===== config.mk =====
export PLATFORM = sky130hd
export DESIGN_NAME = usb_out_pe
export DESIGN_NICKNAME = d
export VERILOG_FILES = /design/src/design/usb_out_pkg.sv /design/src/design/usb_out_rx_decode.sv /design/src/design/usb_out_put_tracker.sv /design/src/design/usb_out_xact_fsm.sv /design/src/design/usb_out_pe.sv
export VERILOG_INCLUDE_DIRS = /design/src /design/src/design
export SDC_FILE = /design/constraint.sdc
export NUM_CORES = 1
export LEC_CHECK = 0
export BUFFER_PORTS_ARGS = -buffer_cell sky130_fd_sc_hd__buf_2
export CORE_MARGIN = 2
export CORE_UTILIZATION = 30
export DETAILED_ROUTE_END_ITERATION = 10
export MAX_ROUTING_LAYER = met4
export SYNTH_ARGS = -nofsm -noshare
export SYNTH_HDL_FRONTEND = slang
export SYNTH_SLANG_ARGS = --single-unit

===== constraint.sdc =====
create_clock -name clk_48mhz_i -period 2 [get_ports clk_48mhz_i]
set_clock_uncertainty 0.05 [all_clocks]
set_input_delay 0 -clock clk_48mhz_i [delete_from_list [all_inputs] [get_ports clk_48mhz_i]]
set_output_delay 0 -clock clk_48mhz_i [all_outputs]
set_load 0.05 [all_outputs]

===== src/design/usb_out_pe_cfg.svh =====
// Build-time configuration of the USB OUT protocol engine
// Endpoint count, packet size, ACK timeout and the widths derived from them

`ifndef USB_OUT_PE_CFG_SVH
`define USB_OUT_PE_CFG_SVH

// Number of OUT endpoints implemented in hardware
`define USB_OUT_NUM_EPS 2

// Largest data payload accepted per packet
`define USB_OUT_MAX_PKT_BYTES 32

// Put offset width
`define USB_OUT_PKT_W ($clog2(`USB_OUT_MAX_PKT_BYTES))

// Endpoint index width, at least one bit
`define USB_OUT_EP_W (((`USB_OUT_NUM_EPS) > 1) ? $clog2(`USB_OUT_NUM_EPS) : 1)

// 17 bit times at 4 clocks per bit on the 48 MHz clock
// Wait window for the DATA packet that follows a token
`define USB_OUT_ACK_TIMEOUT 68

// Counter must hold the reload value itself
`define USB_OUT_TIMEOUT_W ($clog2(`USB_OUT_ACK_TIMEOUT + 1))

`endif


===== src/design/usb_out_pkg.sv =====
// Shared types of the USB OUT protocol engine
// PID codes, transaction states, vector typedefs and packed structs

`include "usb_out_pe_cfg.svh"

package usb_out_pkg;

  // PID codes as seen on the wire, check bits stripped
  typedef enum logic [3:0] {
    PID_OUT   = 4'b0001,
    PID_ACK   = 4'b0010,
    PID_DATA0 = 4'b0011,
    PID_NAK   = 4'b1010,
    PID_DATA1 = 4'b1011,
    PID_SETUP = 4'b1101,
    PID_STALL = 4'b1110
  } usb_pid_e;

  // OUT transaction progress
  typedef enum logic [1:0] {
    ST_IDLE,
    ST_RCVD_TOKEN,
    ST_DATA_START,
    ST_DATA_END
  } xact_state_e;

  // One bit per implemented endpoint
  typedef logic [`USB_OUT_NUM_EPS-1:0] ep_vec_t;
  typedef logic [3:0]                  ep_num_t;
  typedef logic [6:0]                  dev_addr_t;
  typedef logic [`USB_OUT_PKT_W-1:0]   put_addr_t;
  typedef logic [7:0]                  byte_t;

  // Single-cycle packet events from the decoder
  typedef struct packed {
    logic    out_tok;
    logic    setup_tok;
    logic    data_pkt;
    logic    bad_pkt;
    logic    data_pid1;
    logic    ep_in_hw;
    ep_num_t ep;
    logic    pkt_start;
  } rx_evt_t;

  // Static endpoint configuration and status
  typedef struct packed {
    ep_vec_t enabled;
    ep_vec_t control;
    ep_vec_t full;
    ep_vec_t stall;
  } ep_cfg_t;

endpackage


===== src/design/usb_out_rx_decode.sv =====
// Receive-side packet classifier for the OUT protocol engine
// Token, data and bad-packet events plus the data byte register

`timescale 1ns/1ps
`include "usb_out_pe_cfg.svh"

module usb_out_rx_decode (
  input  logic                   clk_48mhz_i,
  input  logic                   rst_ni,
  input  usb_out_pkg::dev_addr_t dev_addr_i,

  // Strobes and fields from the rx packet layer
  input  logic                   rx_pkt_start_i,
  input  logic                   rx_pkt_end_i,
  input  logic                   rx_pkt_valid_i,
  input  logic [3:0]             rx_pid_i,
  input  usb_out_pkg::dev_addr_t rx_addr_i,
  input  usb_out_pkg::ep_num_t   rx_endp_i,
  input  logic                   rx_data_put_i,
  input  usb_out_pkg::byte_t     rx_data_i,

  output usb_out_pkg::rx_evt_t   rx_evt_o,
  output usb_out_pkg::byte_t     data_byte_o,
  output logic                   data_put_o
);

  usb_out_pkg::usb_pid_e rx_pid;
  logic                  good_end;
  logic                  addr_match;
  logic                  is_data_pid;
  logic                  ep_in_hw;

  assign rx_pid = usb_out_pkg::usb_pid_e'(rx_pid_i);

  ////////////////////////////////////////////////////////////////////////////
  // Packet classification
  ////////////////////////////////////////////////////////////////////////////

  // Packet ended with good CRC and PID check
  assign good_end    = rx_pkt_end_i && rx_pkt_valid_i;
  assign addr_match  = (rx_addr_i == dev_addr_i);
  assign is_data_pid = (rx_pid == usb_out_pkg::PID_DATA0) ||
                       (rx_pid == usb_out_pkg::PID_DATA1);

  // Endpoint field beyond the implemented range is ignored
  assign ep_in_hw = {1'b0, rx_endp_i} < 5'(`USB_OUT_NUM_EPS);

  always_comb begin
    rx_evt_o.out_tok   = good_end && addr_match && (rx_pid == usb_out_pkg::PID_OUT);
    rx_evt_o.setup_tok = good_end && addr_match && (rx_pid == usb_out_pkg::PID_SETUP);
    rx_evt_o.data_pkt  = good_end && is_data_pid;
    // Corrupt packet, or a valid one that is not DATA0/DATA1
    rx_evt_o.bad_pkt   = rx_pkt_end_i && (!rx_pkt_valid_i || !is_data_pid);
    // DATA1 differs from DATA0 only in the top PID bit
    rx_evt_o.data_pid1 = rx_pid_i[3];
    rx_evt_o.ep_in_hw  = ep_in_hw;
    rx_evt_o.ep        = ep_in_hw ? rx_endp_i : '0;
    rx_evt_o.pkt_start = rx_pkt_start_i;
  end

  ////////////////////////////////////////////////////////////////////////////
  // Data byte capture
  ////////////////////////////////////////////////////////////////////////////

  // Strobe delayed by one cycle to line up with the latched byte
  always_ff @(posedge clk_48mhz_i or negedge rst_ni) begin
    if (!rst_ni) begin
      data_put_o <= 1'b0;
    end else begin
      data_put_o <= rx_data_put_i;
    end
  end

  // Byte holds until the next put
  always_ff @(posedge clk_48mhz_i) begin
    if (rx_data_put_i) begin
      data_byte_o <= rx_data_i;
    end
  end

  // A byte never shares its cycle with the packet end
  // Its delayed put would otherwise fall outside the data phase
  put_before_end_a: assert property (
    @(posedge clk_48mhz_i) disable iff (!rst_ni)
    rx_pkt_end_i |-> !rx_data_put_i
  );

endmodule


===== src/design/usb_out_put_tracker.sv =====
// Put address counter and NAK-pending flag
// Tracks fill state of the data packet for the current endpoint

`timescale 1ns/1ps
`include "usb_out_pe_cfg.svh"

module usb_out_put_tracker (
  input  logic                     clk_48mhz_i,
  input  logic                     rst_ni,
  input  usb_out_pkg::xact_state_e state_i,
  input  logic [`USB_OUT_EP_W-1:0] ep_idx_i,
  input  usb_out_pkg::ep_vec_t     ep_full_vec_i,
  input  logic                     data_put_i,

  output logic                     out_ep_data_put_o,
  output usb_out_pkg::put_addr_t   out_ep_put_addr_o,
  output logic                     nak_pending_o
);

  logic in_data;
  logic hold_addr;
  logic incr_addr;

  assign in_data = (state_i == usb_out_pkg::ST_DATA_START);

  // Only bytes inside the data phase reach the endpoint
  assign out_ep_data_put_o = data_put_i && in_data;

  ////////////////////////////////////////////////////////////////////////////
  // NAK tracking
  ////////////////////////////////////////////////////////////////////////////

  // Any byte that meets a full endpoint spoils the whole packet
  // Cleared between transactions and while waiting for data
  always_ff @(posedge clk_48mhz_i or negedge rst_ni) begin
    if (!rst_ni) begin
      nak_pending_o <= 1'b0;
    end else if ((state_i == usb_out_pkg::ST_IDLE) ||
                 (state_i == usb_out_pkg::ST_RCVD_TOKEN)) begin
      nak_pending_o <= 1'b0;
    end else if (out_ep_data_put_o && ep_full_vec_i[ep_idx_i]) begin
      nak_pending_o <= 1'b1;
    end
  end

  ////////////////////////////////////////////////////////////////////////////
  // Put address
  ////////////////////////////////////////////////////////////////////////////

  // Freeze once a NAK is certain, or at the last offset
  // Oversized packets overwrite the final byte
  assign hold_addr = nak_pending_o || (&out_ep_put_addr_o);
  assign incr_addr = out_ep_data_put_o && !hold_addr;

  always_ff @(posedge clk_48mhz_i or negedge rst_ni) begin
    if (!rst_ni) begin
      out_ep_put_addr_o <= '0;
    end else if (state_i == usb_out_pkg::ST_RCVD_TOKEN) begin
      out_ep_put_addr_o <= '0;
    end else if (incr_addr) begin
      out_ep_put_addr_o <= out_ep_put_addr_o + 1'b1;
    end
  end

  // Data phase always opens on a cleared address
  put_addr_start_a: assert property (
    @(posedge clk_48mhz_i) disable iff (!rst_ni)
    ((state_i == usb_out_pkg::ST_DATA_START) &&
     !$past(state_i == usb_out_pkg::ST_DATA_START))
      |-> (out_ep_put_addr_o == '0)
  );

endmodule


===== src/design/usb_out_xact_fsm.sv =====
// OUT/SETUP transaction state machine with ACK timeout and handshakes
// Also holds the per-endpoint data toggles and SETUP flags

`timescale 1ns/1ps
`include "usb_out_pe_cfg.svh"

module usb_out_xact_fsm (
  input  logic                     clk_48mhz_i,
  input  logic                     rst_ni,
  input  logic                     link_reset_i,
  input  usb_out_pkg::rx_evt_t     rx_evt_i,
  input  usb_out_pkg::ep_cfg_t     ep_cfg_i,
  input  logic                     nak_pending_i,

  output usb_out_pkg::xact_state_e state_o,
  output logic [`USB_OUT_EP_W-1:0] ep_idx_o,
  output usb_out_pkg::ep_num_t     out_ep_current_o,
  output logic                     out_ep_newpkt_o,
  output logic                     out_ep_acked_o,
  output logic                     out_ep_rollback_o,
  output usb_out_pkg::ep_vec_t     out_ep_setup_o,
  output usb_out_pkg::ep_vec_t     out_data_toggle_o,
  output logic                     tx_pkt_start_o,
  output logic [3:0]               tx_pid_o
);

  usb_out_pkg::xact_state_e       state_q, state_d;
  logic [`USB_OUT_EP_W-1:0]       ep_idx_d;
  logic [`USB_OUT_TIMEOUT_W-1:0]  timeout_q, timeout_d;
  usb_out_pkg::ep_vec_t           toggle_q, toggle_d;
  logic                           ep_active;
  logic                           xact_start;
  logic                           bad_toggle;
  logic                           xact_setup_q;
  logic                           ep_blocked;

  // Index of the endpoint named by the token in this cycle
  assign ep_idx_d  = rx_evt_i.ep[`USB_OUT_EP_W-1:0];
  assign ep_active = rx_evt_i.ep_in_hw && ep_cfg_i.enabled[ep_idx_d];
  // SETUP only opens a transaction on a control endpoint
  assign xact_start = (state_q == usb_out_pkg::ST_IDLE) && ep_active &&
                      (rx_evt_i.out_tok ||
                       (rx_evt_i.setup_tok && ep_cfg_i.control[ep_idx_d]));

  // Toggle check, skipped for a stalled endpoint
  assign bad_toggle = rx_evt_i.data_pkt && !ep_cfg_i.stall[ep_idx_o] &&
                      (rx_evt_i.data_pid1 != toggle_q[ep_idx_o]);

  // Data cannot be stored
  assign ep_blocked = nak_pending_i || ep_cfg_i.full[ep_idx_o];

  ////////////////////////////////////////////////////////////////////////////
  // Next state and handshake
  ////////////////////////////////////////////////////////////////////////////

  always_comb begin
    state_d           = state_q;
    timeout_d         = (`USB_OUT_TIMEOUT_W)'(`USB_OUT_ACK_TIMEOUT);
    tx_pkt_start_o    = 1'b0;
    tx_pid_o          = 4'b0000;
    out_ep_acked_o    = 1'b0;
    out_ep_rollback_o = 1'b0;

    unique case (state_q)
      usb_out_pkg::ST_IDLE: begin
        if (xact_start) begin
          state_d = usb_out_pkg::ST_RCVD_TOKEN;
        end
      end

      usb_out_pkg::ST_RCVD_TOKEN: begin
        // Host gets a fixed window to begin its DATA packet
        timeout_d = timeout_q - 1'b1;
        if (rx_evt_i.pkt_start) begin
          state_d = usb_out_pkg::ST_DATA_START;
        end else if (timeout_q == '0) begin
          state_d = usb_out_pkg::ST_IDLE;
        end
      end

      usb_out_pkg::ST_DATA_START: begin
        if (bad_toggle) begin
          // Retransmission after a lost ACK, acknowledge and drop
          state_d           = usb_out_pkg::ST_IDLE;
          out_ep_rollback_o = 1'b1;
          tx_pkt_start_o    = 1'b1;
          tx_pid_o          = usb_out_pkg::PID_ACK;
        end else if (rx_evt_i.bad_pkt) begin
          // Corrupt or unexpected packet, stay silent
          state_d           = usb_out_pkg::ST_IDLE;
          out_ep_rollback_o = 1'b1;
        end else if (rx_evt_i.data_pkt) begin
          state_d = usb_out_pkg::ST_DATA_END;
        end
      end

      usb_out_pkg::ST_DATA_END: begin
        state_d        = usb_out_pkg::ST_IDLE;
        tx_pkt_start_o = 1'b1;
        if (xact_setup_q) begin
          // A SETUP that cannot be stored gets no handshake at all
          if (ep_blocked) begin
            tx_pkt_start_o    = 1'b0;
            out_ep_rollback_o = 1'b1;
          end else begin
            tx_pid_o       = usb_out_pkg::PID_ACK;
            out_ep_acked_o = 1'b1;
          end
        end else if (ep_cfg_i.stall[ep_idx_o]) begin
          tx_pid_o = usb_out_pkg::PID_STALL;
        end else if (ep_blocked) begin
          tx_pid_o          = usb_out_pkg::PID_NAK;
          out_ep_rollback_o = 1'b1;
        end else begin
          tx_pid_o       = usb_out_pkg::PID_ACK;
          out_ep_acked_o = 1'b1;
        end
      end

      default: state_d = usb_out_pkg::ST_IDLE;
    endcase
  end

  always_ff @(posedge clk_48mhz_i or negedge rst_ni) begin
    if (!rst_ni) begin
      state_q   <= usb_out_pkg::ST_IDLE;
      timeout_q <= (`USB_OUT_TIMEOUT_W)'(`USB_OUT_ACK_TIMEOUT);
    end else begin
      state_q   <= link_reset_i ? usb_out_pkg::ST_IDLE : state_d;
      timeout_q <= timeout_d;
    end
  end

  ////////////////////////////////////////////////////////////////////////////
  // Transaction context
  ////////////////////////////////////////////////////////////////////////////

  // Endpoint and kind are latched as the token is accepted
  always_ff @(posedge clk_48mhz_i or negedge rst_ni) begin
    if (!rst_ni) begin
      out_ep_newpkt_o  <= 1'b0;
      out_ep_current_o <= '0;
      xact_setup_q     <= 1'b0;
    end else begin
      out_ep_newpkt_o <= xact_start;
      if (xact_start) begin
        out_ep_current_o <= rx_evt_i.ep;
        xact_setup_q     <= rx_evt_i.setup_tok;
      end
    end
  end

  // SETUP flag set by SETUP, cleared by the next OUT
  always_ff @(posedge clk_48mhz_i or negedge rst_ni) begin
    if (!rst_ni) begin
      out_ep_setup_o <= '0;
    end else if (link_reset_i) begin
      out_ep_setup_o <= '0;
    end else if (xact_start) begin
      out_ep_setup_o[ep_idx_d] <= rx_evt_i.setup_tok;
    end
  end

  // SETUP restarts at DATA0, each accepted packet flips
  always_comb begin
    toggle_d = toggle_q;
    if (xact_start && rx_evt_i.setup_tok) begin
      toggle_d[ep_idx_d] = 1'b0;
    end else if (out_ep_acked_o) begin
      toggle_d[ep_idx_o] = ~toggle_q[ep_idx_o];
    end
  end

  always_ff @(posedge clk_48mhz_i or negedge rst_ni) begin
    if (!rst_ni) begin
      toggle_q <= '0;
    end else if (link_reset_i) begin
      toggle_q <= '0;
    end else begin
      toggle_q <= toggle_d;
    end
  end

  assign state_o           = state_q;
  assign ep_idx_o          = out_ep_current_o[`USB_OUT_EP_W-1:0];
  assign out_data_toggle_o = toggle_q;

  // No NAK left over from the last packet while waiting for data
  nak_clear_at_token_a: assert property (
    @(posedge clk_48mhz_i) disable iff (!rst_ni)
    (state_q == usb_out_pkg::ST_RCVD_TOKEN) |-> !nak_pending_i
  );

endmodule


===== src/design/usb_out_pe.sv =====
// Top level of the USB full-speed OUT/SETUP protocol engine
// Connects rx decoder, put tracker and transaction state machine

`timescale 1ns/1ps
`include "usb_out_pe_cfg.svh"

module usb_out_pe (
  input  logic                   clk_48mhz_i,
  input  logic                   rst_ni,
  input  logic                   link_reset_i,
  input  usb_out_pkg::dev_addr_t dev_addr_i,

  // Endpoint side
  input  usb_out_pkg::ep_cfg_t   ep_cfg_i,
  output usb_out_pkg::ep_num_t   out_ep_current_o,
  output logic                   out_ep_data_put_o,
  output usb_out_pkg::put_addr_t out_ep_put_addr_o,
  output usb_out_pkg::byte_t     out_ep_data_o,
  output logic                   out_ep_newpkt_o,
  output logic                   out_ep_acked_o,
  output logic                   out_ep_rollback_o,
  output usb_out_pkg::ep_vec_t   out_ep_setup_o,
  output usb_out_pkg::ep_vec_t   out_data_toggle_o,

  // Rx packet layer
  input  logic                   rx_pkt_start_i,
  input  logic                   rx_pkt_end_i,
  input  logic                   rx_pkt_valid_i,
  input  logic [3:0]             rx_pid_i,
  input  usb_out_pkg::dev_addr_t rx_addr_i,
  input  usb_out_pkg::ep_num_t   rx_endp_i,
  input  logic                   rx_data_put_i,
  input  usb_out_pkg::byte_t     rx_data_i,

  // Tx handshake request
  output logic                   tx_pkt_start_o,
  output logic [3:0]             tx_pid_o
);

  usb_out_pkg::rx_evt_t     rx_evt;
  logic                     data_put_q;
  usb_out_pkg::xact_state_e xact_state;
  logic [`USB_OUT_EP_W-1:0] ep_idx;
  logic                     nak_pending;

  usb_out_rx_decode u_rx_decode (
    .clk_48mhz_i    (clk_48mhz_i),
    .rst_ni         (rst_ni),
    .dev_addr_i     (dev_addr_i),
    .rx_pkt_start_i (rx_pkt_start_i),
    .rx_pkt_end_i   (rx_pkt_end_i),
    .rx_pkt_valid_i (rx_pkt_valid_i),
    .rx_pid_i       (rx_pid_i),
    .rx_addr_i      (rx_addr_i),
    .rx_endp_i      (rx_endp_i),
    .rx_data_put_i  (rx_data_put_i),
    .rx_data_i      (rx_data_i),
    .rx_evt_o       (rx_evt),
    .data_byte_o    (out_ep_data_o),
    .data_put_o     (data_put_q)
  );

  // Fill state follows the FSM phase and the full status of the endpoint
  usb_out_put_tracker u_put_tracker (
    .clk_48mhz_i       (clk_48mhz_i),
    .rst_ni            (rst_ni),
    .state_i           (xact_state),
    .ep_idx_i          (ep_idx),
    .ep_full_vec_i     (ep_cfg_i.full),
    .data_put_i        (data_put_q),
    .out_ep_data_put_o (out_ep_data_put_o),
    .out_ep_put_addr_o (out_ep_put_addr_o),
    .nak_pending_o     (nak_pending)
  );

  usb_out_xact_fsm u_xact_fsm (
    .clk_48mhz_i       (clk_48mhz_i),
    .rst_ni            (rst_ni),
    .link_reset_i      (link_reset_i),
    .rx_evt_i          (rx_evt),
    .ep_cfg_i          (ep_cfg_i),
    .nak_pending_i     (nak_pending),
    .state_o           (xact_state),
    .ep_idx_o          (ep_idx),
    .out_ep_current_o  (out_ep_current_o),
    .out_ep_newpkt_o   (out_ep_newpkt_o),
    .out_ep_acked_o    (out_ep_acked_o),
    .out_ep_rollback_o (out_ep_rollback_o),
    .out_ep_setup_o    (out_ep_setup_o),
    .out_data_toggle_o (out_data_toggle_o),
    .tx_pkt_start_o    (tx_pkt_start_o),
    .tx_pid_o          (tx_pid_o)
  );

endmodule


Word-level counts from Yosys, hierarchy flattened
Cells that the tools add are included.
- register bits: 34
- input bits: 45
- reductions and logical operators: 36
- $add $sub $neg: 2
- eq/ne operators: 12
- $lt $le $gt $ge: 5
- mux-type cells: 54
- bitwise gates (word level): 3
- operators by type and width (operator ; number):
    2-to-1 mux 2 bit ; 14
    2-to-1 mux 1 bit ; 25
    logical AND 1 bit ; 18
    2-to-1 mux 4 bit ; 4
    2-to-1 mux 5 bit ; 2
    equality test 4 bit (second input constant) ; 2
    case mux 2 bit (4 select lines) ; 1
    case mux 4 bit (2 select lines) ; 1
    equality test 7 bit ; 1
    logical NOT 7 bit ; 1
    2-to-1 mux 7 bit ; 1
    subtractor 7 x 1 -> 7 bit (second input constant) ; 1
    logical OR 1 bit ; 6
    nonzero test 2 bit ; 3
    adder 5 x 1 -> 5 bit (second input constant) ; 1
    != test 5 x 4 -> 1 bit (second input constant) ; 1
    AND reduction 5 bit ; 1
    bitwise mux 2 bit ; 2
    equality test 2 bit (second input constant) ; 2
    equality test 4 x 1 -> 1 bit (second input constant) ; 1
    equality test 4 x 2 -> 1 bit (second input constant) ; 1
    logical NOT 1 bit ; 4
    < comparator 1 x 2 -> 1 bit (second input constant) ; 2
    < comparator 4 x 2 -> 1 bit (second input constant) ; 1
    other kinds (13) ; 16

Depth between registers and ports, before layout
Gate-level depths: netlist (run 1).
- depth after elaboration: 10
- mapped depth: 7
- gate-level depth less buffers: 7

Hierarchy
From an unflattened synthesis (run 1), not the netlist that was laid out.
- cell total of the unflattened synthesis: 176
- area total of the unflattened synthesis: 1845.5 sq um
- modules (own cells, without submodules) (module ; seq. area each (sq um) ; cells each ; instances ; area an instance (sq um)):
    usb_out_xact_fsm ; 478.0 ; 107 ; 1 ; 1043.5
    usb_out_rx_decode ; 265.3 ; 37 ; 1 ; 469.2
    usb_out_put_tracker ; 150.1 ; 32 ; 1 ; 332.8

Least setup slack after synthesis (run 1)
Ideal clock, no wire load.
- kind: flip-flop to flip-flop
- from: register u_xact_fsm.out_ep_current_o[0]
- to: register u_xact_fsm.toggle_q[0], in the netlist u_xact_fsm.out_data_toggle_o[0]
- required time: 1868 ps
- cell stages (with the launch flop): 5
- data arrival time: 2248 ps
- slack: -380 ps
- buffers on the path: 0
- cell sequence: dfrtp_1 > mux2_2 > a2111oi_2 > a2bb2oi_1 > mux2i_1
- longest elaborated chain between the ends: 8
- elaborated cells between the ends (all ways): 22
- RTL lines (what ; line ; text):
    from (decl) ; usb_out_xact_fsm.sv:17 ; output usb_out_pkg::ep_num_t out_ep_current_o,
    from (signal assigned) ; usb_out_xact_fsm.sv:147 ; out_ep_current_o <= rx_evt_i.ep;
    2-to-1 mux 1 bit (implied by the code) (2 in a row) ; usb_out_xact_fsm.sv:50 ; assign ep_blocked = nak_pending_i || ep_cfg_i.full[ep_idx_o];
    logical OR 1 bit ; usb_out_xact_fsm.sv:50 ;
    2-to-1 mux 1 bit ; usb_out_xact_fsm.sv:102, usb_out_xact_fsm.sv:111 ;
    2-to-1 mux 1 bit ; usb_out_xact_fsm.sv:109 ; end else if (ep_cfg_i.stall[ep_idx_o]) begin
    2-to-1 mux 1 bit (*) ; usb_out_xact_fsm.sv:100 ; if (xact_setup_q) begin
    2-to-1 mux 1 bit (*) ; usb_out_xact_fsm.sv:64 ; unique case (state_q)
    via out_ep_acked_o ; usb_out_pe.sv:20 ; output logic out_ep_acked_o,
    nonzero test 3 bit (no line) (*) ; - ;
    to (signal assigned) ; usb_out_xact_fsm.sv:180 ; toggle_q <= toggle_d;
    to (decl) ; usb_out_xact_fsm.sv:30 ; usb_out_pkg::ep_vec_t toggle_q, toggle_d;
The timed path passes the listed nets; every way through them passes the cells marked *. The select of a mux whose other input is x is not followed.
A chain may end at the register's enable or synchronous reset.

Worst setup path in the final report (run 1)
- from: register u_xact_fsm.out_ep_current_o[0]
- to: output out_ep_acked_o
- longest elaborated chain between the ends: 7
- elaborated cells between the ends (all ways): 9
- RTL lines (what ; line):
    2-to-1 mux 1 bit (implied by the code) (2 in a row) ; usb_out_xact_fsm.sv:50
    logical OR 1 bit ; usb_out_xact_fsm.sv:50
    2-to-1 mux 1 bit ; usb_out_xact_fsm.sv:102, usb_out_xact_fsm.sv:111
    2-to-1 mux 1 bit ; usb_out_xact_fsm.sv:109
    2-to-1 mux 1 bit (*) ; usb_out_xact_fsm.sv:100
    2-to-1 mux 1 bit (*) ; usb_out_xact_fsm.sv:64
    to (decl) ; usb_out_pe.sv:20
Every way passes the cells marked *; elsewhere a longest branch is shown, timed or not. The select of a mux whose other input is x is not followed.

==> results of run 1 <==
-- critical path: cells and delay by family (launching register included) --
family	cells	cell delay (ps)
DFF	1	420
muxes	1	400
AOI/OAI and AO/OA	1	440
buffers and inverters	1	340
-- metal layers --
layer  routed length (um)  GRT usage, %  vias to the layer above
met5                    0             -                        -
met4                   76         5.916                        0
met3                  141         3.502                        5
met2                 2549         23.08                       28
met1                 2150         18.50                      846
li1                     -             -                      872
-- power by group through the flow --
stage	Combinational [mW]	Sequential (mW)	Clock, mW
after floorplan	0.0564	0.790	0
after global placement	0.190	0.742	0
after detailed placement	0.194	0.744	0
after CTS	0.213	0.730	0.493
after global routing	0.236	0.731	0.525
final	0.217	0.730	0.477
-- registers in the layout (all words and copies together), names as in the netlist --
| signal | flops |
|---|---|
| u_rx_decode.data_put_o | 1 |
| u_xact_fsm.out_ep_current_o | 4 |
| u_put_tracker.out_ep_put_addr_o | 5 |
| u_rx_decode.data_byte_o | 8 |
| u_xact_fsm.out_ep_setup_o | 2 |
| u_xact_fsm.xact_setup_q | 1 |
| u_xact_fsm.out_ep_newpkt_o | 1 |
| u_put_tracker.nak_pending_o | 1 |
| u_xact_fsm.state_o | 2 |
| u_xact_fsm.timeout_q | 7 |
| u_xact_fsm.out_data_toggle_o | 2 |
-- synth_stat cells, types with 4 or more instances --
cell / count
sky130_fd_sc_hd__a21oi_1: 8
sky130_fd_sc_hd__nand2_1: 10
sky130_fd_sc_hd__inv_1: 7
sky130_fd_sc_hd__nor4_1: 4
sky130_fd_sc_hd__nor3_1: 7
sky130_fd_sc_hd__nand3_1: 7
sky130_fd_sc_hd__mux2i_1: 5
sky130_fd_sc_hd__xor2_1: 11
sky130_fd_sc_hd__edfxtp_1: 8
sky130_fd_sc_hd__dfrtp_1: 24
sky130_fd_sc_hd__ha_1: 4
sky130_fd_sc_hd__buf_4: 4
sky130_fd_sc_hd__nor2b_1: 5
sky130_fd_sc_hd__nor2_1: 20
sky130_fd_sc_hd__clkbuf_1: 4
-- area by class of cell --
type	instances	area share, %
inverter	7	0.9754
timing repair buffer	92	20.30
multi-input combinational	139	38.92
sequential	34	33.21
clock buffer	6	2.694
clock inverter	2	0.3251
tap	77	3.576
-- logic make-up after synthesis --
kind of cell,Yosys count
fa+ha+maj,4
simple gates,79
xor+xnor,14
buf+inv,17
other cells,1
mux,9
compound gates,32
flops,34
-- worst max path at each step --
stage	end	slack, ps
after floorplan	tx_pid_o[1]	2
after global placement	u_xact_fsm.out_data_toggle_o[0]	140
after detailed placement	u_xact_fsm.out_data_toggle_o[0]	50
after CTS	out_ep_rollback_o	10
after global routing	u_xact_fsm.out_data_toggle_o[0]	10
final	out_ep_acked_o	70
-- timing repair --
item,in CTS,in global routing
setup endpoints to repair,3,11
hold buffers,12,0
gates cloned,0,0
hold endpoints to repair,35,0
buffers inserted,1,1
gates resized for setup,2,9
-- layout by cell type (no fill, tap or decap), types with 2 or more instances in the layout --
cell,instances
sky130_fd_sc_hd__nor2_1,19
sky130_fd_sc_hd__dfstp_2,2
sky130_fd_sc_hd__mux2_2,2
sky130_fd_sc_hd__a2bb2oi_1,2
sky130_fd_sc_hd__xnor2_1,3
sky130_fd_sc_hd__a2111oi_0,2
sky130_fd_sc_hd__inv_1,7
sky130_fd_sc_hd__or2_2,2
sky130_fd_sc_hd__dlygate4sd3_1,12
sky130_fd_sc_hd__nor4b_1,2
sky130_fd_sc_hd__nor3_1,7
sky130_fd_sc_hd__nor2b_1,5
sky130_fd_sc_hd__clkbuf_8,5
sky130_fd_sc_hd__nand2_1,10
sky130_fd_sc_hd__buf_4,7
sky130_fd_sc_hd__dfrtp_1,23
sky130_fd_sc_hd__edfxtp_1,8
sky130_fd_sc_hd__and3b_1,3
sky130_fd_sc_hd__and3_1,3
sky130_fd_sc_hd__buf_2,71
sky130_fd_sc_hd__o21ai_0,2
sky130_fd_sc_hd__nand4_1,2
sky130_fd_sc_hd__nand2b_1,2
sky130_fd_sc_hd__nand3_1,7
sky130_fd_sc_hd__a21oi_1,8
sky130_fd_sc_hd__ha_1,4
sky130_fd_sc_hd__nor4_1,4
sky130_fd_sc_hd__xor2_1,11
sky130_fd_sc_hd__and2_1,3
sky130_fd_sc_hd__nor4_4,2
sky130_fd_sc_hd__mux2i_1,5
-- stage by stage --
step / area (um2) / instances / power [mW]
after global placement: 2432 / 335 / 0.9322
after floorplan: 1988 / 190 / 0.8465
final: 2694 / 357 / 1.424
after detailed placement: 2432 / 335 / 0.9378
after CTS: 2650 / 356 / 1.436
after global routing: 2694 / 357 / 1.492
==> out/summary.md, run 1 <==
Detailed routing
* **post-DR vias/cell** 4.905
* **Wirelength per Cell** 13.78 um
* **number of search-and-repair iterations in the first detailed-routing pass** 6
* **detailed-route DRC error count** 0
* **overall via count from detail_route** 1751
* **antenna violation net count after detailed routing** 0
* **Routed Wire Length** 4.918 mm
* **1st-iter DRT viols** 83

Setup path
* **cell-by-cell trace of the critical path** mux2_2 -> a2111oi_4 -> buf_2
* **setup slack of the worst register-to-register path** 110 ps
* **highest-delay cell along the critical path** sky130_fd_sc_hd__a2111oi_4
* **worst path arrival time** 1880 ps
* **Worst setup EP type** output port
* **startpoint types** flop
* **CP Launch Point** u_xact_fsm.out_ep_current_o[0]
* **largest incremental delay on the critical path** 440 ps
* **startpoint of the worst register-to-register path** u_xact_fsm.state_o[0]
* **data required time at the worst endpoint** 1950 ps
* **maximum fanout encountered on the critical timing path** 5
* **worst-case reg-to-reg path depth** 4
* **r2r endpoint** u_xact_fsm.out_data_toggle_o[0]
* **type of the setup path with the least slack** reg2out

Logic synthesis
* **proportion of netlist area held by the largest area contributor** 30.51%
* **register bit total from synthesis** 34
* **cell types occupying the most area after synthesis** sky130_fd_sc_hd__dfrtp_1 (31%), sky130_fd_sc_hd__edfxtp_1 (12%), sky130_fd_sc_hd__xor2_1 (4.9%), sky130_fd_sc_hd__nor2_1 (3.8%), sky130_fd_sc_hd__dfstp_2 (2.7%)
* **Synth Area per Inst** 10.36 um2
* **xor/xnor share of the synthesized area** 6.230%
* **unique cell type count in the Yosys netlist** 56
* **Post-Synth Simple-Gate Area** 22.63%
* **multiplexer share of the synthesized area** 5.976%
* **adder and majority cell fraction of the synthesized area** 2.543%
* **top flip-flop cell by instance count after synthesis** sky130_fd_sc_hd__dfrtp_1
* **dominant combinational cell family by area after synthesis** simple AND/OR/NAND/NOR gates
* **number of synthesized flops with an enable pin** 8
* **part of the Yosys area used for sequential elements** 45.39%
* **warning count from the yosys run** 0
* **synthesized-area fraction occupied by ao, oa, aoi and oai cells** 12.91%
* **proportion of synthesized flip-flops having asynchronous set or reset** 76.47%
* **combined area of all synthesized cells** 0.001968 mm2
* **Synth Instances** 190
* **largest area contributor in the netlist** sky130_fd_sc_hd__dfrtp_1
* **post-synth net total** 239

Final layout
* **utilization after layout** 42.42%
* **filler cell count** 615
* **multi-input combinational cell area** 0.001049 mm2
* **Final #Nets** 328
* **diode count** 0
* **area used by sequential logic in the layout** 894.6 um2
* **P&R area growth vs syn** 36.87%
* **fraction of final layout cells sized beyond drive strength 1** 37.86%

Clock tree
* **Longest Clk Path Bufs** 2
* **Clock H-tree levels** 2
* **sinks on the clock net** 34
* **clk slew on worst S/H paths** 70 ps
* **CTS tree** done
* **TritonCTS Buffers** 5
* **buffer cell driving the clock tree root** sky130_fd_sc_hd__clkbuf_8
* **worst-skew pair later-pin latency** 290 ps

GRT
* **vias in the first global route** 1768
* **initial antenna violation count** 0
* **wire length of the first global-routing pass** 8.204 mm
* **pin count of the biggest net entering global routing** 27
* **GRT Residual Overflow** 0
* **GR Util All Layers** 14.78%

Floorplan
* **die width** 85.00 um
* **Std-Cell Core Area** 0.006350 mm2
* **die area** 0.007224 mm2
* **# IOs** 75
* **total number of placement rows** 29
* **Die Y** 85.00 um
* **initial standard-cell utilization of the core** 31.00%

Power and ir drop
* **combinational fraction of design power** 15.2%
* **internal power contribution** 1.045 mW
* **Sw Share** 26.60%
* **power share of the sequential group** 51.3%
* **Clock Power Share** 33.5%
* **VDD IR max** 0.2846 mV
* **net switching power of the design** 0.3789 mW
* **static leakage power** 1.265 nW
* **PwrDens** 528.7 mW/mm2

Run status
* **status** finished, final reports clean

Timing
* **sum of negative setup slack** 0 ps
* **number of failing setup endpoints in the final timing report** 0
* **highest attainable clock frequency** 0.5194 GHz
* **worst path setup slack after routing** 74.60 ps
* **worst hold slack across all endpoints** 66.59 ps
* **max-slew headroom at the worst pin** 61.99%
* **final worst path period share** 96.27%
* **slew at the pin closest to its max-slew limit** 565.0 ps
* **unrepaired setup endpoints after global routing** no
* **number of hold-slack violations in the final timing report** 0
* **max-slew violation total from the final report** 0
* **post-layout min period** 1925 ps

Min path
* **hold path depth** 3
* **HP Start** rx_pkt_end_i
* **path type of the worst min-delay path** in2reg
* **Min-Delay Endpoint** u_xact_fsm.state_o[0]

Flow run
* **maxcap violations** 0

Placed design
* **gp weighted congestion** 0.8310
* **count of input and output buffers** 73
* **half-perimeter wire length after detailed placement** 3.742 mm
* **Placement Setup Slack** 49.70 ps

Note: power is estimated with default switching activity, not from simulation.
==> inputs of run 2 (changes only) <==
--- a/config.mk
+++ b/config.mk
@@ -9,8 +9,10 @@
 export BUFFER_PORTS_ARGS = -buffer_cell sky130_fd_sc_hd__buf_2
 export CORE_MARGIN = 2
 export CORE_UTILIZATION = 30
+export CTS_CLUSTER_SIZE = 14
 export DETAILED_ROUTE_END_ITERATION = 10
 export MAX_ROUTING_LAYER = met4
+export SETUP_SLACK_MARGIN = 0.5
 export SYNTH_ARGS = -nofsm -noshare
 export SYNTH_HDL_FRONTEND = slang
 export SYNTH_SLANG_ARGS = --single-unit
==> out/summary.md, run 2 (synthesis gave the netlist of run 1 again) <==
Floorplan
* **Die Y** 85.00 um
* **Std-Cell Core Area** 0.006350 mm2
* **die width** 85.00 um
* **# IOs** 75
* **die area** 0.007224 mm2
* **initial standard-cell utilization of the core** 31.00%
* **total number of placement rows** 29

Setup path
* **r2r endpoint** u_xact_fsm.out_data_toggle_o[1]
* **Worst setup EP type** output port
* **largest incremental delay on the critical path** 500 ps
* **Crit path buffers/inverters** 1
* **worst path arrival time** 1760 ps
* **startpoint types** flop
* **highest-delay cell along the critical path** sky130_fd_sc_hd__mux4_2
* **worst-case reg-to-reg path depth** 4
* **cell-by-cell trace of the critical path** nor2b_1 -> mux4_2 -> a31oi_4 -> nor2_4 -> buf_6
* **type of the setup path with the least slack** reg2out
* **data required time at the worst endpoint** 1950 ps
* **CP Launch Point** u_xact_fsm.out_data_toggle_o[0]
* **maximum fanout encountered on the critical timing path** 6
* **startpoint of the worst register-to-register path** u_xact_fsm.state_o[1]
* **setup slack of the worst register-to-register path** 200 ps
* **Top delay family on crit path** multiplexers

Timing
* **sum of negative setup slack** 0 ps
* **number of failing setup endpoints in the final timing report** 0
* **max-slew violation total from the final report** 0
* **post-layout min period** 1809 ps
* **slew at the pin closest to its max-slew limit** 687.4 ps
* **highest attainable clock frequency** 0.5527 GHz
* **max-slew headroom at the worst pin** 53.75%
* **unrepaired setup endpoints after global routing** yes
* **worst hold slack across all endpoints** 70.62 ps
* **number of hold-slack violations in the final timing report** 0
* **final worst path period share** 90.47%

Clock tree
* **Longest Clk Path Bufs** 2
* **Clock H-tree levels** 2
* **worst-skew pair later-pin latency** 280 ps
* **clk slew on worst S/H paths** 70 ps
* **sinks on the clock net** 34
* **CTS tree** done
* **buffer cell driving the clock tree root** sky130_fd_sc_hd__clkbuf_8
* **TritonCTS Buffers** 5

Final layout
* **top register by number of flip-flops** u_rx_decode.data_byte_o
* **most used cells in the layout excluding fill and tap cells** sky130_fd_sc_hd__buf_2 (66), sky130_fd_sc_hd__dfrtp_1 (19), sky130_fd_sc_hd__buf_4 (18)
* **diode count** 0
* **fraction of final layout cells sized beyond drive strength 1** 48.11%
* **most frequent standard cell in the layout excluding fill and tap cells** sky130_fd_sc_hd__buf_2
* **registers with the most flip-flops** u_rx_decode.data_byte_o x8, u_xact_fsm.timeout_q x7, u_put_tracker.out_ep_put_addr_o x5
* **multi-input combinational cell area** 0.001172 mm2
* **Largest register FFs** 8
* **P&R area growth vs syn** 50.10%
* **Final #Nets** 339
* **filler cell count** 613
* **area used by sequential logic in the layout** 899.6 um2

GRT
* **wire length of the first global-routing pass** 8.038 mm
* **GRT Residual Overflow** 0
* **GR Util All Layers** 14.17%
* **pin count of the biggest net entering global routing** 27
* **vias in the first global route** 1791
* **initial antenna violation count** 0

Placed design
* **half-perimeter wire length after detailed placement** 3.561 mm
* **count of input and output buffers** 73
* **gp weighted congestion** 0.7862

Detailed routing
* **Routed Wire Length** 4.803 mm
* **overall via count from detail_route** 1788
* **detailed-route DRC error count** 0
* **Wirelength per Cell** 13.05 um
* **post-DR vias/cell** 4.859
* **number of search-and-repair iterations in the first detailed-routing pass** 4
* **antenna violation net count after detailed routing** 0
* **1st-iter DRT viols** 48

Flow run
* **maxcap violations** 0

Power and ir drop
* **PwrDens** 498.9 mW/mm2
* **VDD IR max** 0.2531 mV
* **static leakage power** 1.336 nW

Min path
* **path type of the worst min-delay path** in2reg
* **hold path depth** 3
* **Min-Delay Endpoint** u_xact_fsm.state_o[0]
* **HP Start** rx_pkt_end_i

Run status
* **status** finished, final reports clean

[run 2: cell count changes in the layout (fill, tap and decap cells not counted), sizes merged]
cell,delta
buf,+12
clkbuf,-1
clkinv,-1
clkinvlp,+1
[run 2: stage by stage]
stage	setup slack (ps)	std cells	cell area, um2	util [%]	power (mW)
2_1_floorplan	64.04	190	2083	-	0.8532
3_3_place_gp	178.6	335	2526	39.78	0.9403
3_5_place_dp	138.8	335	2526	39.78	0.9425
4_1_cts	197.3	364	2907	45.77	1.496
5_1_grt	123.7	368	2954	46.52	1.539
6_report	190.7	368	2954	46.52	1.474
[run 2: layer usage]
| layer | track usage, % | vias up | wire [um] |
|---|---|---|---|
| met4 | 4.762 | 0 | 57 |
| li1 | - | 890 | - |
| met1 | 17.95 | 851 | 2132 |
| met2 | 22.44 | 41 | 2422 |
| met5 | - | - | 0 |
| met3 | 3.210 | 6 | 190 |
[run 2: worst min-delay path, delay by kind of cell]
kind                   cells  cell delay, ps
AOI/OAI and AO/OA          2             210
buffers and inverters      1             140
[run 2: cell type report]
cell class | instances | share of cell area [%]
sequential | 34 | 30.45
multi-input combinational | 139 | 39.69
tap | 77 | 3.261
clock inverter | 2 | 0.4235
clock buffer | 6 | 2.795
inverter | 7 | 0.8895
timing repair buffer | 103 | 22.49
[run 2: repair_timing]
action	4_1_cts	5_1_grt
endpoints found under the setup margin	24	24
endpoints found under the hold margin	35	0
hold buffers	12	0
pin swaps	12	3
gates resized for setup	29	4
setup buffers	9	4
[run 2: worst max-delay path by stage]
stage | end | cells past startpoint
finish | tx_pkt_start_o | 5
global route | tx_pkt_start_o | 5
CTS | out_ep_rollback_o | 5
detailed placement | u_xact_fsm.out_data_toggle_o[1] | 5
global placement | u_xact_fsm.out_data_toggle_o[1] | 5
floorplan | u_xact_fsm.out_data_toggle_o[0] | 4
[run 2: power by group]
group / switching (mW) / internal, mW / leakage [nW]
sequential: 0.00331 / 0.726 / 0.424
combinational: 0.139 / 0.0835 / 0.864
clock: 0.245 / 0.276 / 0.0472
==> inputs of run 3 (changes only) <==
--- a/config.mk
+++ b/config.mk
@@ -12,6 +12,7 @@
 export CTS_CLUSTER_SIZE = 14
 export DETAILED_ROUTE_END_ITERATION = 10
 export MAX_ROUTING_LAYER = met4
+export PLACE_DENSITY = 0.52
 export SETUP_SLACK_MARGIN = 0.5
 export SYNTH_ARGS = -nofsm -noshare
 export SYNTH_HDL_FRONTEND = slang
==> out/summary.md, run 3 (synthesis gave the netlist of run 1 again) <==
Run status
* **status** finished, final reports clean

Clock tree
* **sinks on the clock net** 34
* **CTS tree** done
* **clk slew on worst S/H paths** 70 ps
* **buffer cell driving the clock tree root** sky130_fd_sc_hd__clkbuf_8
* **TritonCTS Buffers** 5
* **Clock H-tree levels** 2
* **Longest Clk Path Bufs** 2
* **worst-skew pair later-pin latency** 290 ps

Floorplan
* **Std-Cell Core Area** 0.006350 mm2
* **Die Y** 85.00 um
* **die width** 85.00 um
* **die area** 0.007224 mm2
* **# IOs** 75
* **initial standard-cell utilization of the core** 31.00%
* **total number of placement rows** 29

GRT
* **pin count of the biggest net entering global routing** 27
* **GR Util All Layers** 15.95%
* **wire length of the first global-routing pass** 8.990 mm
* **vias in the first global route** 1903
* **initial antenna violation count** 0
* **GRT Residual Overflow** 0

Setup path
* **data required time at the worst endpoint** 1950 ps
* **startpoint types** flop
* **worst path arrival time** 1800 ps
* **Top delay family on crit path** multiplexers
* **setup slack of the worst register-to-register path** 190 ps
* **cell-by-cell trace of the critical path** nor2b_1 -> mux4_2 -> a31oi_4 -> nor2_4 -> buf_6
* **Worst setup EP type** output port
* **maximum fanout encountered on the critical timing path** 4
* **type of the setup path with the least slack** reg2out
* **Crit path buffers/inverters** 1
* **highest-delay cell along the critical path** sky130_fd_sc_hd__mux4_2
* **largest incremental delay on the critical path** 510 ps

Placed design
* **gp weighted congestion** 0.7717
* **count of input and output buffers** 73
* **half-perimeter wire length after detailed placement** 3.724 mm
* **placed cell area** 0.002526 mm2

Timing
* **slew at the pin closest to its max-slew limit** 731.0 ps
* **max-slew headroom at the worst pin** 50.82%
* **number of failing setup endpoints in the final timing report** 0
* **final worst path period share** 92.39%
* **highest attainable clock frequency** 0.5412 GHz
* **max-slew violation total from the final report** 0
* **post-layout min period** 1848 ps
* **unrepaired setup endpoints after global routing** yes
* **number of hold-slack violations in the final timing report** 0
* **sum of negative setup slack** 0 ps

Final layout
* **cell area after layout** 0.003080 mm2
* **P&R area growth vs syn** 56.52%
* **most frequent standard cell in the layout excluding fill and tap cells** sky130_fd_sc_hd__buf_2
* **fraction of final layout cells sized beyond drive strength 1** 52.01%
* **top register by number of flip-flops** u_rx_decode.data_byte_o
* **diode count** 0
* **registers with the most flip-flops** u_rx_decode.data_byte_o x8, u_xact_fsm.timeout_q x7, u_put_tracker.out_ep_put_addr_o x5
* **Largest register FFs** 8
* **most used cells in the layout excluding fill and tap cells** sky130_fd_sc_hd__buf_2 (66), sky130_fd_sc_hd__buf_4 (22), sky130_fd_sc_hd__dfrtp_1 (19)
* **Final #Nets** 346

Detailed routing
* **detailed-route DRC error count** 0
* **Wirelength per Cell** 14.31 um
* **1st-iter DRT viols** 114
* **overall via count from detail_route** 1839
* **post-DR vias/cell** 4.904
* **antenna violation net count after detailed routing** 0
* **Routed Wire Length** 5.368 mm
* **number of search-and-repair iterations in the first detailed-routing pass** 4

Power and ir drop
* **VDD IR max** 0.2853 mV
* **PwrDens** 485.5 mW/mm2
* **static leakage power** 1.381 nW

Min path
* **path type of the worst min-delay path** in2reg

Flow run
* **maxcap violations** 0

-- run 3: changes by cell type in the layout (fill, tap and decap cells not counted), sizes merged --
cell and change:
buf +7
-- run 3: worst paths after layout --
path / start / endpoint / cells past startpoint
max: u_xact_fsm.out_data_toggle_o[0] / tx_pkt_start_o / 5
min: rx_pkt_end_i / u_xact_fsm.state_o[0] / 3
max reg2reg: u_xact_fsm.out_ep_current_o[0] / u_xact_fsm.out_data_toggle_o[0] / 5
min reg2reg: u_xact_fsm.timeout_q[0] / u_xact_fsm.timeout_q[0] / 1
max in group asynchronous: rst_ni / u_xact_fsm.out_data_toggle_o[1] / 2
min in group asynchronous: rst_ni / u_put_tracker.out_ep_put_addr_o[3] / 2
-- run 3: layout make-up --
type,count,area [um2]
Clock buffer,6,82.58
Clock inverter,2,12.51
Fill cell,593,3269
Inverter,7,26.28
Multi-Input combinational cell,139,1231
Sequential cell,34,899.6
Tap cell,77,96.34
Timing Repair Buffer,110,732.0
-- run 3: metrics by stage --
step	util [%]	hold slack (ps)	std cells	total power [mW]	worst slack [ps]
5_1_grt	48.51	111.0	375	1.568	104.3
2_1_floorplan	-	-345.6	190	0.8532	64.04
3_5_place_dp	39.78	4.323	335	0.9427	57.20
6_report	48.51	101.1	375	1.496	152.1
4_1_cts	46.62	78.74	367	1.511	130.8
3_3_place_gp	39.78	4.697	335	0.9412	130.5
-- run 3: tightest hold or removal path: cells and delay by family --
kind	cells	cell delay (ps)
buf+inv	1	170
compound gates	2	220
-- run 3: per-layer routing --
layer | vias up | wire (um) | track usage, %
met5 | - | 0 | -
met4 | 0 | 78 | 5.339
met3 | 10 | 210 | 3.210
met2 | 40 | 2683 | 25.07
met1 | 883 | 2395 | 20.63
li1 | 906 | - | -
-- run 3: power breakdown --
part | internal (mW) | switching (mW)
combinational | 0.0842 | 0.145
clock | 0.277 | 0.261
sequential | 0.726 | 0.00279
-- run 3: what timing repair did --
item | 4_1_cts | 5_1_grt
hold endpoints to repair | 35 | 0
buffers inserted | 12 | 8
endpoints found under the setup margin | 24 | 24
gates cloned | 0 | 0
hold buffers | 12 | 0
resized for setup | 33 | 14
pin swaps | 11 | 14
